### src/design/cpu_defines.svh
`ifndef CPU_DEFINES_SVH
`define CPU_DEFINES_SVH

// datapath word and register file size
`define CPU_XLEN      32
`define CPU_NREGS     32
`define CPU_REG_BITS  5

// opcode field, bits 31..27
`define CPU_OP_MSB    31
`define CPU_OP_LSB    27

// register fields, low bit of each 5-bit field
`define CPU_RD_LSB    22
`define CPU_RS1_LSB   17
`define CPU_RS2_LSB   12

// immediate in bits 16..0, sign-extended
`define CPU_IMM_BITS  17

// lui places the immediate above this bit
`define CPU_LUI_SHIFT 15

`endif
### src/design/cpu_pkg.sv
`default_nettype none

`include "cpu_defines.svh"

package cpu_pkg;

    // one data word
    typedef logic [`CPU_XLEN-1:0] word_t;

    // register index
    typedef logic [`CPU_REG_BITS-1:0] reg_idx_t;

    // opcode encodings
    // anything not listed here is undefined and decodes to OP_NOP
    typedef enum logic [4:0] {
        OP_ADD  = 5'h00,
        OP_SUB  = 5'h01,
        OP_ADC  = 5'h02,
        OP_AND  = 5'h03,
        OP_OR   = 5'h04,
        OP_XOR  = 5'h05,
        OP_SHL  = 5'h06,
        OP_SHR  = 5'h07,
        OP_ADDI = 5'h08,
        OP_LUI  = 5'h09,
        OP_NOP  = 5'h1f
    } alu_op_t;

    // FL register, zero above carry
    typedef struct packed {
        logic zero;
        logic carry;
    } flags_t;

    // second ALU operand source
    typedef enum logic {
        SRC_REG = 1'b0,
        SRC_IMM = 1'b1
    } alu_src_t;

endpackage

`default_nettype wire

### src/design/cpu_core.sv
`default_nettype none

module cpu_core (
    input  logic              clk,
    input  logic              rst_n,
    input  logic              instr_valid,
    input  cpu_pkg::word_t    instr,
    output logic              result_valid,
    output cpu_pkg::reg_idx_t result_reg,
    output cpu_pkg::word_t    result_data,
    output cpu_pkg::flags_t   flags
);

    // register read, decode to reg_file and back
    cpu_pkg::reg_idx_t rd_addr_a;
    cpu_pkg::reg_idx_t rd_addr_b;
    cpu_pkg::word_t    rd_data_a;
    cpu_pkg::word_t    rd_data_b;

    // decode/execute register
    logic              de_valid;
    cpu_pkg::alu_op_t  de_op;
    cpu_pkg::alu_src_t de_src;
    cpu_pkg::reg_idx_t de_rs1;
    cpu_pkg::reg_idx_t de_rs2;
    cpu_pkg::reg_idx_t de_rd;
    logic              de_wr_en;
    cpu_pkg::word_t    de_a;
    cpu_pkg::word_t    de_b;
    cpu_pkg::word_t    de_imm;

    //////////////////////////////////////////////////
    // decode stage
    decode u_decode (
        .clk         (clk),
        .rst_n       (rst_n),
        .instr_valid (instr_valid),
        .instr       (instr),
        .rd_data_a   (rd_data_a),
        .rd_data_b   (rd_data_b),
        .rd_addr_a   (rd_addr_a),
        .rd_addr_b   (rd_addr_b),
        .de_valid    (de_valid),
        .de_op       (de_op),
        .de_src      (de_src),
        .de_rs1      (de_rs1),
        .de_rs2      (de_rs2),
        .de_rd       (de_rd),
        .de_wr_en    (de_wr_en),
        .de_a        (de_a),
        .de_b        (de_b),
        .de_imm      (de_imm)
    );

    //////////////////////////////////////////////////
    // register file, written by the result bus
    reg_file u_reg_file (
        .clk       (clk),
        .rst_n     (rst_n),
        .rd_addr_a (rd_addr_a),
        .rd_addr_b (rd_addr_b),
        .wr_en     (result_valid),
        .wr_addr   (result_reg),
        .wr_data   (result_data),
        .rd_data_a (rd_data_a),
        .rd_data_b (rd_data_b)
    );

    //////////////////////////////////////////////////
    // execute stage, wb register drives the result ports
    execute u_execute (
        .clk      (clk),
        .rst_n    (rst_n),
        .de_valid (de_valid),
        .de_op    (de_op),
        .de_src   (de_src),
        .de_rs1   (de_rs1),
        .de_rs2   (de_rs2),
        .de_rd    (de_rd),
        .de_wr_en (de_wr_en),
        .de_a     (de_a),
        .de_b     (de_b),
        .de_imm   (de_imm),
        .wb_valid (result_valid),
        .wb_rd    (result_reg),
        .wb_data  (result_data),
        .flags    (flags)
    );

endmodule

`default_nettype wire

### src/design/execute.sv
`default_nettype none

`include "cpu_defines.svh"

module execute (
    input  logic              clk,
    input  logic              rst_n,
    input  logic              de_valid,
    input  cpu_pkg::alu_op_t  de_op,
    input  cpu_pkg::alu_src_t de_src,
    input  cpu_pkg::reg_idx_t de_rs1,
    input  cpu_pkg::reg_idx_t de_rs2,
    input  cpu_pkg::reg_idx_t de_rd,
    input  logic              de_wr_en,
    input  cpu_pkg::word_t    de_a,
    input  cpu_pkg::word_t    de_b,
    input  cpu_pkg::word_t    de_imm,
    output logic              wb_valid,
    output cpu_pkg::reg_idx_t wb_rd,
    output cpu_pkg::word_t    wb_data,
    output cpu_pkg::flags_t   flags
);

    // shift amount taken from low bits of operand b
    localparam int SHAMT_BITS = $clog2(`CPU_XLEN);

    //////////////////////////////////////////////////
    // forwarding

    logic           fwd_a;
    logic           fwd_b;
    cpu_pkg::word_t op_a;
    cpu_pkg::word_t reg_b;
    cpu_pkg::word_t op_b;

    // wb register holds the previous instruction's write
    // wb_valid already excludes r0
    assign fwd_a = wb_valid && (wb_rd == de_rs1);
    assign fwd_b = wb_valid && (wb_rd == de_rs2);

    assign op_a  = fwd_a ? wb_data : de_a;
    assign reg_b = fwd_b ? wb_data : de_b;

    // immediate ops ignore rs2
    assign op_b  = (de_src == cpu_pkg::SRC_IMM) ? de_imm : reg_b;

    //////////////////////////////////////////////////
    // ALU

    // one shared 33-bit adder for add, adc, addi, sub
    cpu_pkg::word_t      add_b;
    logic                add_cin;
    logic [`CPU_XLEN:0]  add_sum;

    always_comb begin
        add_b   = op_b;
        add_cin = 1'b0;
        case (de_op)
            // rs1 + ~rs2 + 1
            cpu_pkg::OP_SUB: begin
                add_b   = ~op_b;
                add_cin = 1'b1;
            end
            // carry in from FL
            cpu_pkg::OP_ADC: begin
                add_cin = flags.carry;
            end
            default: begin
            end
        endcase
    end

    assign add_sum = {1'b0, op_a} + {1'b0, add_b} + {{`CPU_XLEN{1'b0}}, add_cin};

    cpu_pkg::word_t alu_res;
    logic           alu_carry;

    always_comb begin
        alu_res   = '0;
        alu_carry = 1'b0;
        case (de_op)
            cpu_pkg::OP_ADD, cpu_pkg::OP_SUB,
            cpu_pkg::OP_ADC, cpu_pkg::OP_ADDI: begin
                alu_res   = add_sum[`CPU_XLEN-1:0];
                alu_carry = add_sum[`CPU_XLEN];
            end
            // logic ops, carry cleared
            cpu_pkg::OP_AND: alu_res = op_a & op_b;
            cpu_pkg::OP_OR:  alu_res = op_a | op_b;
            cpu_pkg::OP_XOR: alu_res = op_a ^ op_b;
            // logical shifts
            cpu_pkg::OP_SHL: alu_res = op_a << op_b[SHAMT_BITS-1:0];
            cpu_pkg::OP_SHR: alu_res = op_a >> op_b[SHAMT_BITS-1:0];
            // upper immediate
            cpu_pkg::OP_LUI: alu_res = de_imm << `CPU_LUI_SHIFT;
            // undefined op, nothing
            default: begin
            end
        endcase
    end

    //////////////////////////////////////////////////
    // flags

    cpu_pkg::flags_t fl_next;
    logic            fl_update;

    assign fl_next.zero  = (alu_res == '0);
    assign fl_next.carry = alu_carry;

    // every defined op updates FL, even with rd = r0
    assign fl_update = de_valid && (de_op != cpu_pkg::OP_NOP);

    //////////////////////////////////////////////////
    // execute/writeback register

    // control and FL
    always_ff @(posedge clk) begin
        if (!rst_n) begin
            wb_valid <= 1'b0;
            flags    <= '0;
        end else begin
            wb_valid <= de_valid & de_wr_en;
            if (fl_update) begin
                flags <= fl_next;
            end
        end
    end

    // result payload
    // also the writeback bus to reg_file
    always_ff @(posedge clk) begin
        if (de_valid && de_wr_en) begin
            wb_rd   <= de_rd;
            wb_data <= alu_res;
        end
    end

endmodule

`default_nettype wire

### src/design/decode.sv
`default_nettype none

`include "cpu_defines.svh"

module decode (
    input  logic              clk,
    input  logic              rst_n,
    input  logic              instr_valid,
    input  cpu_pkg::word_t    instr,
    input  cpu_pkg::word_t    rd_data_a,
    input  cpu_pkg::word_t    rd_data_b,
    output cpu_pkg::reg_idx_t rd_addr_a,
    output cpu_pkg::reg_idx_t rd_addr_b,
    output logic              de_valid,
    output cpu_pkg::alu_op_t  de_op,
    output cpu_pkg::alu_src_t de_src,
    output cpu_pkg::reg_idx_t de_rs1,
    output cpu_pkg::reg_idx_t de_rs2,
    output cpu_pkg::reg_idx_t de_rd,
    output logic              de_wr_en,
    output cpu_pkg::word_t    de_a,
    output cpu_pkg::word_t    de_b,
    output cpu_pkg::word_t    de_imm
);

    //////////////////////////////////////////////////
    // field split

    logic [4:0]        op_field;
    cpu_pkg::reg_idx_t rd_field;
    cpu_pkg::reg_idx_t rs1_field;
    cpu_pkg::reg_idx_t rs2_field;
    cpu_pkg::word_t    imm_ext;

    assign op_field  = instr[`CPU_OP_MSB:`CPU_OP_LSB];
    assign rd_field  = instr[`CPU_RD_LSB +: `CPU_REG_BITS];
    assign rs1_field = instr[`CPU_RS1_LSB +: `CPU_REG_BITS];
    assign rs2_field = instr[`CPU_RS2_LSB +: `CPU_REG_BITS];

    // sign-extend low immediate bits to a full word
    assign imm_ext = {{(`CPU_XLEN - `CPU_IMM_BITS){instr[`CPU_IMM_BITS-1]}},
                      instr[`CPU_IMM_BITS-1:0]};

    // register reads, answered in this same cycle
    // rs2 overlaps the immediate, harmless for imm ops
    assign rd_addr_a = rs1_field;
    assign rd_addr_b = rs2_field;

    //////////////////////////////////////////////////
    // opcode classify

    cpu_pkg::alu_op_t  op_dec;
    cpu_pkg::alu_src_t src_dec;
    logic              op_defined;

    always_comb begin
        op_dec     = cpu_pkg::OP_NOP;
        src_dec    = cpu_pkg::SRC_REG;
        op_defined = 1'b0;
        case (op_field)
            // register-register ops
            cpu_pkg::OP_ADD, cpu_pkg::OP_SUB, cpu_pkg::OP_ADC,
            cpu_pkg::OP_AND, cpu_pkg::OP_OR,  cpu_pkg::OP_XOR,
            cpu_pkg::OP_SHL, cpu_pkg::OP_SHR: begin
                op_dec     = cpu_pkg::alu_op_t'(op_field);
                op_defined = 1'b1;
            end
            // immediate ops
            cpu_pkg::OP_ADDI, cpu_pkg::OP_LUI: begin
                op_dec     = cpu_pkg::alu_op_t'(op_field);
                src_dec    = cpu_pkg::SRC_IMM;
                op_defined = 1'b1;
            end
            // undefined, stays a no-op
            default: begin
            end
        endcase
    end

    //////////////////////////////////////////////////
    // decode/execute register

    // control half
    always_ff @(posedge clk) begin
        if (!rst_n) begin
            de_valid <= 1'b0;
            de_wr_en <= 1'b0;
        end else begin
            de_valid <= instr_valid;
            // the only place r0 is compared
            de_wr_en <= instr_valid & op_defined & (rd_field != '0);
        end
    end

    // payload half, loaded per accepted instruction
    always_ff @(posedge clk) begin
        if (instr_valid) begin
            de_op  <= op_dec;
            de_src <= src_dec;
            de_rs1 <= rs1_field;
            de_rs2 <= rs2_field;
            de_rd  <= rd_field;
            de_a   <= rd_data_a;
            de_b   <= rd_data_b;
            de_imm <= imm_ext;
        end
    end

endmodule

`default_nettype wire

### src/design/reg_file.sv
`default_nettype none

`include "cpu_defines.svh"

module reg_file (
    input  logic              clk,
    input  logic              rst_n,
    input  cpu_pkg::reg_idx_t rd_addr_a,
    input  cpu_pkg::reg_idx_t rd_addr_b,
    input  logic              wr_en,
    input  cpu_pkg::reg_idx_t wr_addr,
    input  cpu_pkg::word_t    wr_data,
    output cpu_pkg::word_t    rd_data_a,
    output cpu_pkg::word_t    rd_data_b
);

    // register array
    cpu_pkg::word_t regs [`CPU_NREGS];

    //////////////////////////////////////////////////
    // write port

    // r0 is never written since decode drops writes to it
    always_ff @(posedge clk) begin
        if (!rst_n) begin
            for (int i = 0; i < `CPU_NREGS; i++) begin
                regs[i] <= '0;
            end
        end else if (wr_en) begin
            regs[wr_addr] <= wr_data;
        end
    end

    //////////////////////////////////////////////////
    // read ports with write-through

    // a read hitting the writeback index sees the new value
    always_comb begin
        if (wr_en && (wr_addr == rd_addr_a)) begin
            rd_data_a = wr_data;
        end else begin
            rd_data_a = regs[rd_addr_a];
        end
    end

    always_comb begin
        if (wr_en && (wr_addr == rd_addr_b)) begin
            rd_data_b = wr_data;
        end else begin
            rd_data_b = regs[rd_addr_b];
        end
    end

endmodule

`default_nettype wire

### config.mk
export PLATFORM = sky130hd
export DESIGN_NAME = cpu_core
export DESIGN_NICKNAME = d
export VERILOG_FILES = /design/src/design/cpu_pkg.sv /design/src/design/cpu_core.sv /design/src/design/execute.sv /design/src/design/decode.sv /design/src/design/reg_file.sv
export VERILOG_INCLUDE_DIRS = /design/src /design/src/design
export SDC_FILE = /design/constraint.sdc
export NUM_CORES = 2
export LEC_CHECK = 0
export CORE_UTILIZATION = 55
export DETAILED_ROUTE_END_ITERATION = 16
export DONT_BUFFER_PORTS = 1
export PLACE_DENSITY = 0.69
export SYNTH_ARGS = -nofsm -noshare
export SYNTH_HDL_FRONTEND = slang
export SYNTH_SLANG_ARGS = --single-unit
### constraint.sdc
create_clock -name clk -period 17.1 [get_ports clk]
set_clock_uncertainty 0.15 [all_clocks]
set_input_delay 3.42 -clock clk [delete_from_list [all_inputs] [get_ports clk]]
set_output_delay 3.42 -clock clk [all_outputs]
set_load 0.01 [all_outputs]
## Word level (Yosys, flattened, before mapping)

Memories as Yosys holds them, arrays and structs flattened.
Cells that the tools add are included.
Widths: inputs -> output; s select.

- Register bits: 144
- Latch bits: 0
- Memory bits (writable): 1024
- ROM bits: 0
- Bits of input ports: 35
- Output and inout port bits: 40
- Memories kept: 1

Memory list:

| name | words | width | read ports | clocked after Yosys merged registers in | write ports | RTL line | source |
|---|---|---|---|---|---|---|---|
| u_reg_file.regs | 32 | 32 | 2 | 0 | 32 | reg_file.sv:18 | `` cpu_pkg::word_t regs [`CPU_NREGS]; `` |

- $add $sub $neg: 2
- Multipliers: 0
- Div/mod/pow operators: 0
- $lt $le $gt $ge: 0
- Eq/ne operators: 23
- Shifts and indexed selects: 2
- Mux-type cells: 18
- Bitwise operators: 7
- Reductions and logical operators: 14

Operators with widths:

| kind | number |
|---|---|
| $mux 32 | 7 |
| $pmux 32 s7 | 1 |
| $eq 5x3->1 const B | 8 |
| $add 32x32->33 | 1 |
| $add 33x1->33 | 1 |
| $and 32x32->32 | 1 |
| $logic_not 32->1 | 1 |
| $not 32->32 | 1 |
| $or 32x32->32 | 1 |
| $reduce_or 32->1 | 1 |
| $shl 32x5->32 | 1 |
| $shr 32x5->32 | 1 |
| $xor 32x32->32 | 1 |
| $eq 5x2->1 const B | 4 |
| $eq 5x4->1 const B | 4 |
| $eq 5x5->1 | 4 |
| $eq 5x1->1 const B | 2 |
| $logic_not 5->1 | 2 |
| $reduce_or 10->1 | 1 |
| $mux 1 | 8 |
| $logic_and 1x1->1 | 6 |
| $mux 5 | 1 |
| $ne 5x5->1 const B | 1 |
| $reduce_bool 5->1 | 1 |
| other kinds (4) | 6 |

## Depth between registers and ports, before layout

- Word-level depth: 10
- Mapped depth: 27
- Mapped depth without buffers: 21

## By module

From an unflattened synthesis, not the netlist that was laid out.

- Cells, all modules: 5570
- Area total of the unflattened synthesis: 69634.3 µm²

By module, submodules not included:

| module | times used | cells each | area an instance (µm²) |
|---|---|---|---|
| reg_file | 1 | 4096 | 56277.7 |
| execute | 1 | 1334 | 10110.9 |
| decode | 1 | 140 | 3245.6 |

## Worst setup path after synthesis

Ideal clock, no wire load.

- Path type: reg2reg
- Start: register u_execute.wb_rd[1]
- End: register u_execute.flags[1] (netlist name)
- Library setup time: 0.096 ns
- Arrival: 7.208 ns
- Path slack: 9.647 ns
- Cell stages (with the launch flop): 27
- Path buffers: 6
- Path through: edfxtp_1 > buf_6 > xor2_1 > nor4_4 > mux2i_1 > or2_1 > buf_2 > buf_2 > buf_2 > buf_1 > clkbuf_1 > xnor2_1 > fa_1 > fa_1 > a211oi_1 > or3_1 > a21oi_1 > o311a_1 > o211a_1 > o21ai_1 > nor2b_1 > xnor2_1 > a211o_1 > or4_1 > or3_1 > or4_1 > o41ai_2

- Cells in the longest elaborated chain, start to end: 10
- Elaborated cells between the ends (all ways): 18

RTL lines:

| what | RTL line | source |
|---|---|---|
| start: declaration | execute.sv:19 | `output cpu_pkg::reg_idx_t wb_rd,` |
| start signal: assignment | execute.sv:134 | `wb_rd <= de_rd;` |
| $eq 5x5->1 | execute.sv:39 | `assign fwd_b = wb_valid && (wb_rd == de_rs2);` |
| $logic_and 1x1->1 | execute.sv:39 |  |
| $mux 32 | execute.sv:42 | `assign reg_b = fwd_b ? wb_data : de_b;` |
| $mux 32 | execute.sv:45 | `assign op_b = (de_src == cpu_pkg::SRC_IMM) ? de_imm : reg_b;` |
| $not 32->32 | execute.sv:61 | `add_b = ~op_b;` |
| $mux 32 | execute.sv:58 | `case (de_op)` |
| $add 32x32->33 | execute.sv:73 | `` assign add_sum = {1'b0, op_a} + {1'b0, add_b} + {{`CPU_XLEN{1'b0}}, add_cin}; `` |
| $add 33x1->33 | execute.sv:73 |  |
| $pmux 32 s7 (*) | execute.sv:81 | `case (de_op)` |
| via u_execute.alu_res[22] | execute.sv:75 | `cpu_pkg::word_t alu_res;` |
| $logic_not 32->1 (*) | execute.sv:108 | `assign fl_next.zero = (alu_res == '0);` |

Mark *: on every way through the listed nets, which the timed path passes. The rest lies on a longest branch.
A chain may end at the register's enable or synchronous reset.

## Final worst setup path

- Start: register u_execute.wb_rd[2]
- End: register u_execute.flags[1] (netlist name)

- Cells in the longest elaborated chain, start to end: 10
- Elaborated cells between the ends (all ways): 18

RTL lines:

| what | RTL line |
|---|---|
| $eq 5x5->1 | execute.sv:39 |
| $logic_and 1x1->1 | execute.sv:39 |
| $mux 32 | execute.sv:42 |
| $mux 32 | execute.sv:45 |
| $not 32->32 | execute.sv:61 |
| $mux 32 | execute.sv:58 |
| $add 32x32->33 | execute.sv:73 |
| $add 33x1->33 | execute.sv:73 |
| $pmux 32 s7 (*) | execute.sv:81 |
| via u_execute.alu_res[10] | execute.sv:75 |
| $logic_not 32->1 (*) | execute.sv:108 |

Marks and branches as above.

==> impl_metrics.json <==
{
  "drtAntennaViolNets": 0,
  "post-route-util": 0.606,
  "ctsHoldBuffers": 0,
  "setup_violations": 0,
  "synthCells": 4875,
  "port_buffers": 0,
  "min_delay_path_depth": 0,
  "synth.top_cells.by_area": "edfxtp_1 (51%), mux4_2 (21%), and2_1 (9.6%)",
  "cts.path.max_buffers": 3,
  "cp_max_fo": 27,
  "min_path_type": "flop to flop",
  "start_util": 0.556,
  "setup_tns_ps": 0,
  "hpwl_mm": 152,
  "synth_commonest_cells": "edfxtp_1 (1158), and2_1 (1042), mux4_2 (642), clkbuf_1 (376), o21ai_0 (219)",
  "arrival_ps": 8890,
  "rsz0062_at_grt": "no",
  "critPathLaunchType": "flop",
  "grt_antenna_before_repair": 29,
  "layout.nets": 4811,
  "slew_violations": 375,
  "ys_types": 83,
  "ios": 75,
  "num-fill-cells": 9022,
  "fin_crit_sh": 0.489,
  "timing.hold.ws_ps": 275,
  "overflow": 0,
  "cpPeakStageDelay_ps": 670,
  "cts_resized": 0,
  "core_area_um2": 122000,
  "synth_edf_count": 1158,
  "total_power_uw": 7210,
  "wl_met2_mm": 115,
  "drt_wl_total_mm": 261,
  "run_status": "finished, violations left",
  "criticalPathCategory": "flop to flop",
  "synthesis.area_um2": 68000,
  "wl_met1_mm": 95.0,
  "place_congestion": 1.09,
  "cp_num_buf_inv": 1,
  "dieArea_um2": 125000,
  "hold_start": "u_decode.de_rd[2]",
  "setup_ws_ps": 8740,
  "maxUsedRoutingLayer": "met5",
  "synth-seq-cells": 1163,
  "syn_nets": 5008,
  "worst_slew_pin_slew_ps": 1950,
  "r2r_cells": 20,
  "yosys_warnings": 0,
  "relSlewSlack": -0.298,
  "max_freq_ghz": 0.120,
  "drt-initial-drc-count": 8696,
  "drv.max_cap_violation_count": 0,
  "cts_buffers": 131,
  "yosysTopAreaCell": "edfxtp_1",
  "final_layout_size_suffix_gt1_frac": 0.226,
  "multiInputGateArea_um2": 31600,
  "peakVddDrop_uv": 106,
  "async_flop_share": 0,
  "wire_per_inst_um": 40.8,
  "rows": 128,
  "path_cells": "xor2_1 -> nor4_4 -> mux2i_1 -> or2_2 -> buf_4 -> xnor2_1 -> fa_1 -> fa_1 -> a211oi_1 -> or3_1 -> a21oi_1 -> or3_1 -> a21oi_1 -> xor2_1 -> o221a_2 -> or3b_2 -> nor4_1 -> nand4b_1 -> or4_1 -> o41ai_2",
  "clk_pin_slew_worst_paths_ps": 60,
  "wl_met3_mm": 35.3,
  "clock_latency_ps": 790,
  "crit_family": "simple AND/OR/NAND/NOR gates",
  "die_h_um": 354,
  "power_leakage_uw": 0.0260,
  "root_buffer": "clkbuf_16",
  "clock-sinks": 1163,
  "yosys.area.top_type_share": 0.512,
  "area_growth_pct": 8.93,
  "cp.required_ps": 17630,
  "crit_slowest_cell": "nor4_4",
  "grtUsageTotal": 0.420,
  "pre_cts_slack_ps": 8920,
  "p_per_area_nw_per_um2": 97.3,
  "ys_seq_area_frac": 0.513,
  "first_pass_iters": 7,
  "violations": "slew limit",
  "dieWidth_um": 354,
  "yosysMostFrequentCell": "edfxtp_1",
  "finalHoldViolations": 0,
  "cts_setup_buffers": 0,
  "synth-main-ff-cell": "edfxtp_1",
  "rr_startpoint": "u_execute.wb_rd[2]",
  "htree_levels": 4,
  "seq_area_um2": 34900,
  "reg2reg_setup_slack_ps": 8740,
  "num_vias": 47100,
  "avgSynthCellArea_um2": 13.9,
  "drcViolationCount": 0,
  "cts_tree": "built",
  "via_per_inst": 7.36,
  "grt_max_degree": 259,
  "min_period_ps": 8360,
  "hold_end": "u_execute.wb_rd[2]",
  "r2r_end": "u_execute.flags[1]",
  "grt_pass1_vias": 45400,
  "cp-end-kind": "flop",
  "grt_pass1_wl_mm": 361
}
## logic make-up after synthesis
logic type,share of synthesized area
and+or+nand+nor,0.129
DFF,0.513
muxes,0.232
AOI/OAI and AO/OA,0.0653
buffers and inverters,0.0324
adders and majority gates,0.0184
xor gates and xnor gates,0.00967
## cell type report
cell class,count,area share
Inverter,77,0.00392
Sequential cell,1163,0.471
Clock buffer,170,0.0474
Tap cell,1625,0.0275
Antenna cell,7,0.000237
Clock inverter,60,0.00732
Multi-Input combinational cell,3150,0.426
Timing Repair Buffer,155,0.0164
## how the worst max path moves through the flow
stage	from	to	slack, ps	cells after the start
after global placement	u_execute.wb_rd[2]	u_execute.flags[1]	8960	20
after global routing	u_execute.wb_rd[2]	u_execute.flags[1]	8390	20
final	u_execute.wb_rd[2]	u_execute.flags[1]	8740	20
after floorplan	u_execute.wb_rd[1]	u_execute.flags[1]	9650	26
after CTS	u_execute.wb_rd[2]	u_execute.flags[1]	8890	20
after detailed placement	u_execute.wb_rd[2]	u_execute.flags[1]	8920	20
## power breakdown
group	total, µW	switching [µW]	internal, µW
registers	3320	65.6	3250
clock network	2740	1220	1520
logic	1150	713	440
total	7210	1990	5210
## metrics by stage
step                cell area [µm²]  cells
finish                        74000   6407
global route                  74000   6404
CTS                           74000   6398
detailed placement            69900   6168
global placement              69900   6168
floorplan                     68000   4875
## layer usage
layer  global-route usage  vias to the layer above
met3                0.115                      764
met5                    0                        -
li1                     -                    18500
met4                0.208                       10
met1                0.579                    24000
met2                0.619                     3827
## cells in the final DEF, fill, tap and decap left out, types with 32 or more instances in the layout
master and n:
mux4_2 642, o211ai_1 102, clkbuf_16 135, mux2i_1 121, clkbuf_1 35, nor2_1 90
and2_1 1040, nor2_4 32, edfxtp_1 1158, o2111ai_1 63, buf_4 152, inv_1 71
nand3_1 56, ha_1 96, o21ai_4 32, nand2_1 197, xnor2_1 54, a21oi_1 71
o21ai_0 187
## registers in the layout, summed over array words and instances, names as in the netlist
name                cells
u_decode.de_rs2         1
u_execute.flags         2
u_decode.de_a          32
u_decode.de_wr_en       1
u_decode.de_src         1
u_decode.de_imm        16
u_decode.de_valid       1
u_reg_file.regs      1024
u_execute.wb_data      32
u_decode.de_rs1         5
u_decode.de_rd          5
u_decode.de_op          5
u_execute.wb_valid      1
u_execute.wb_rd         5
u_decode.de_b          32
(Power assumes the default switching activity.)
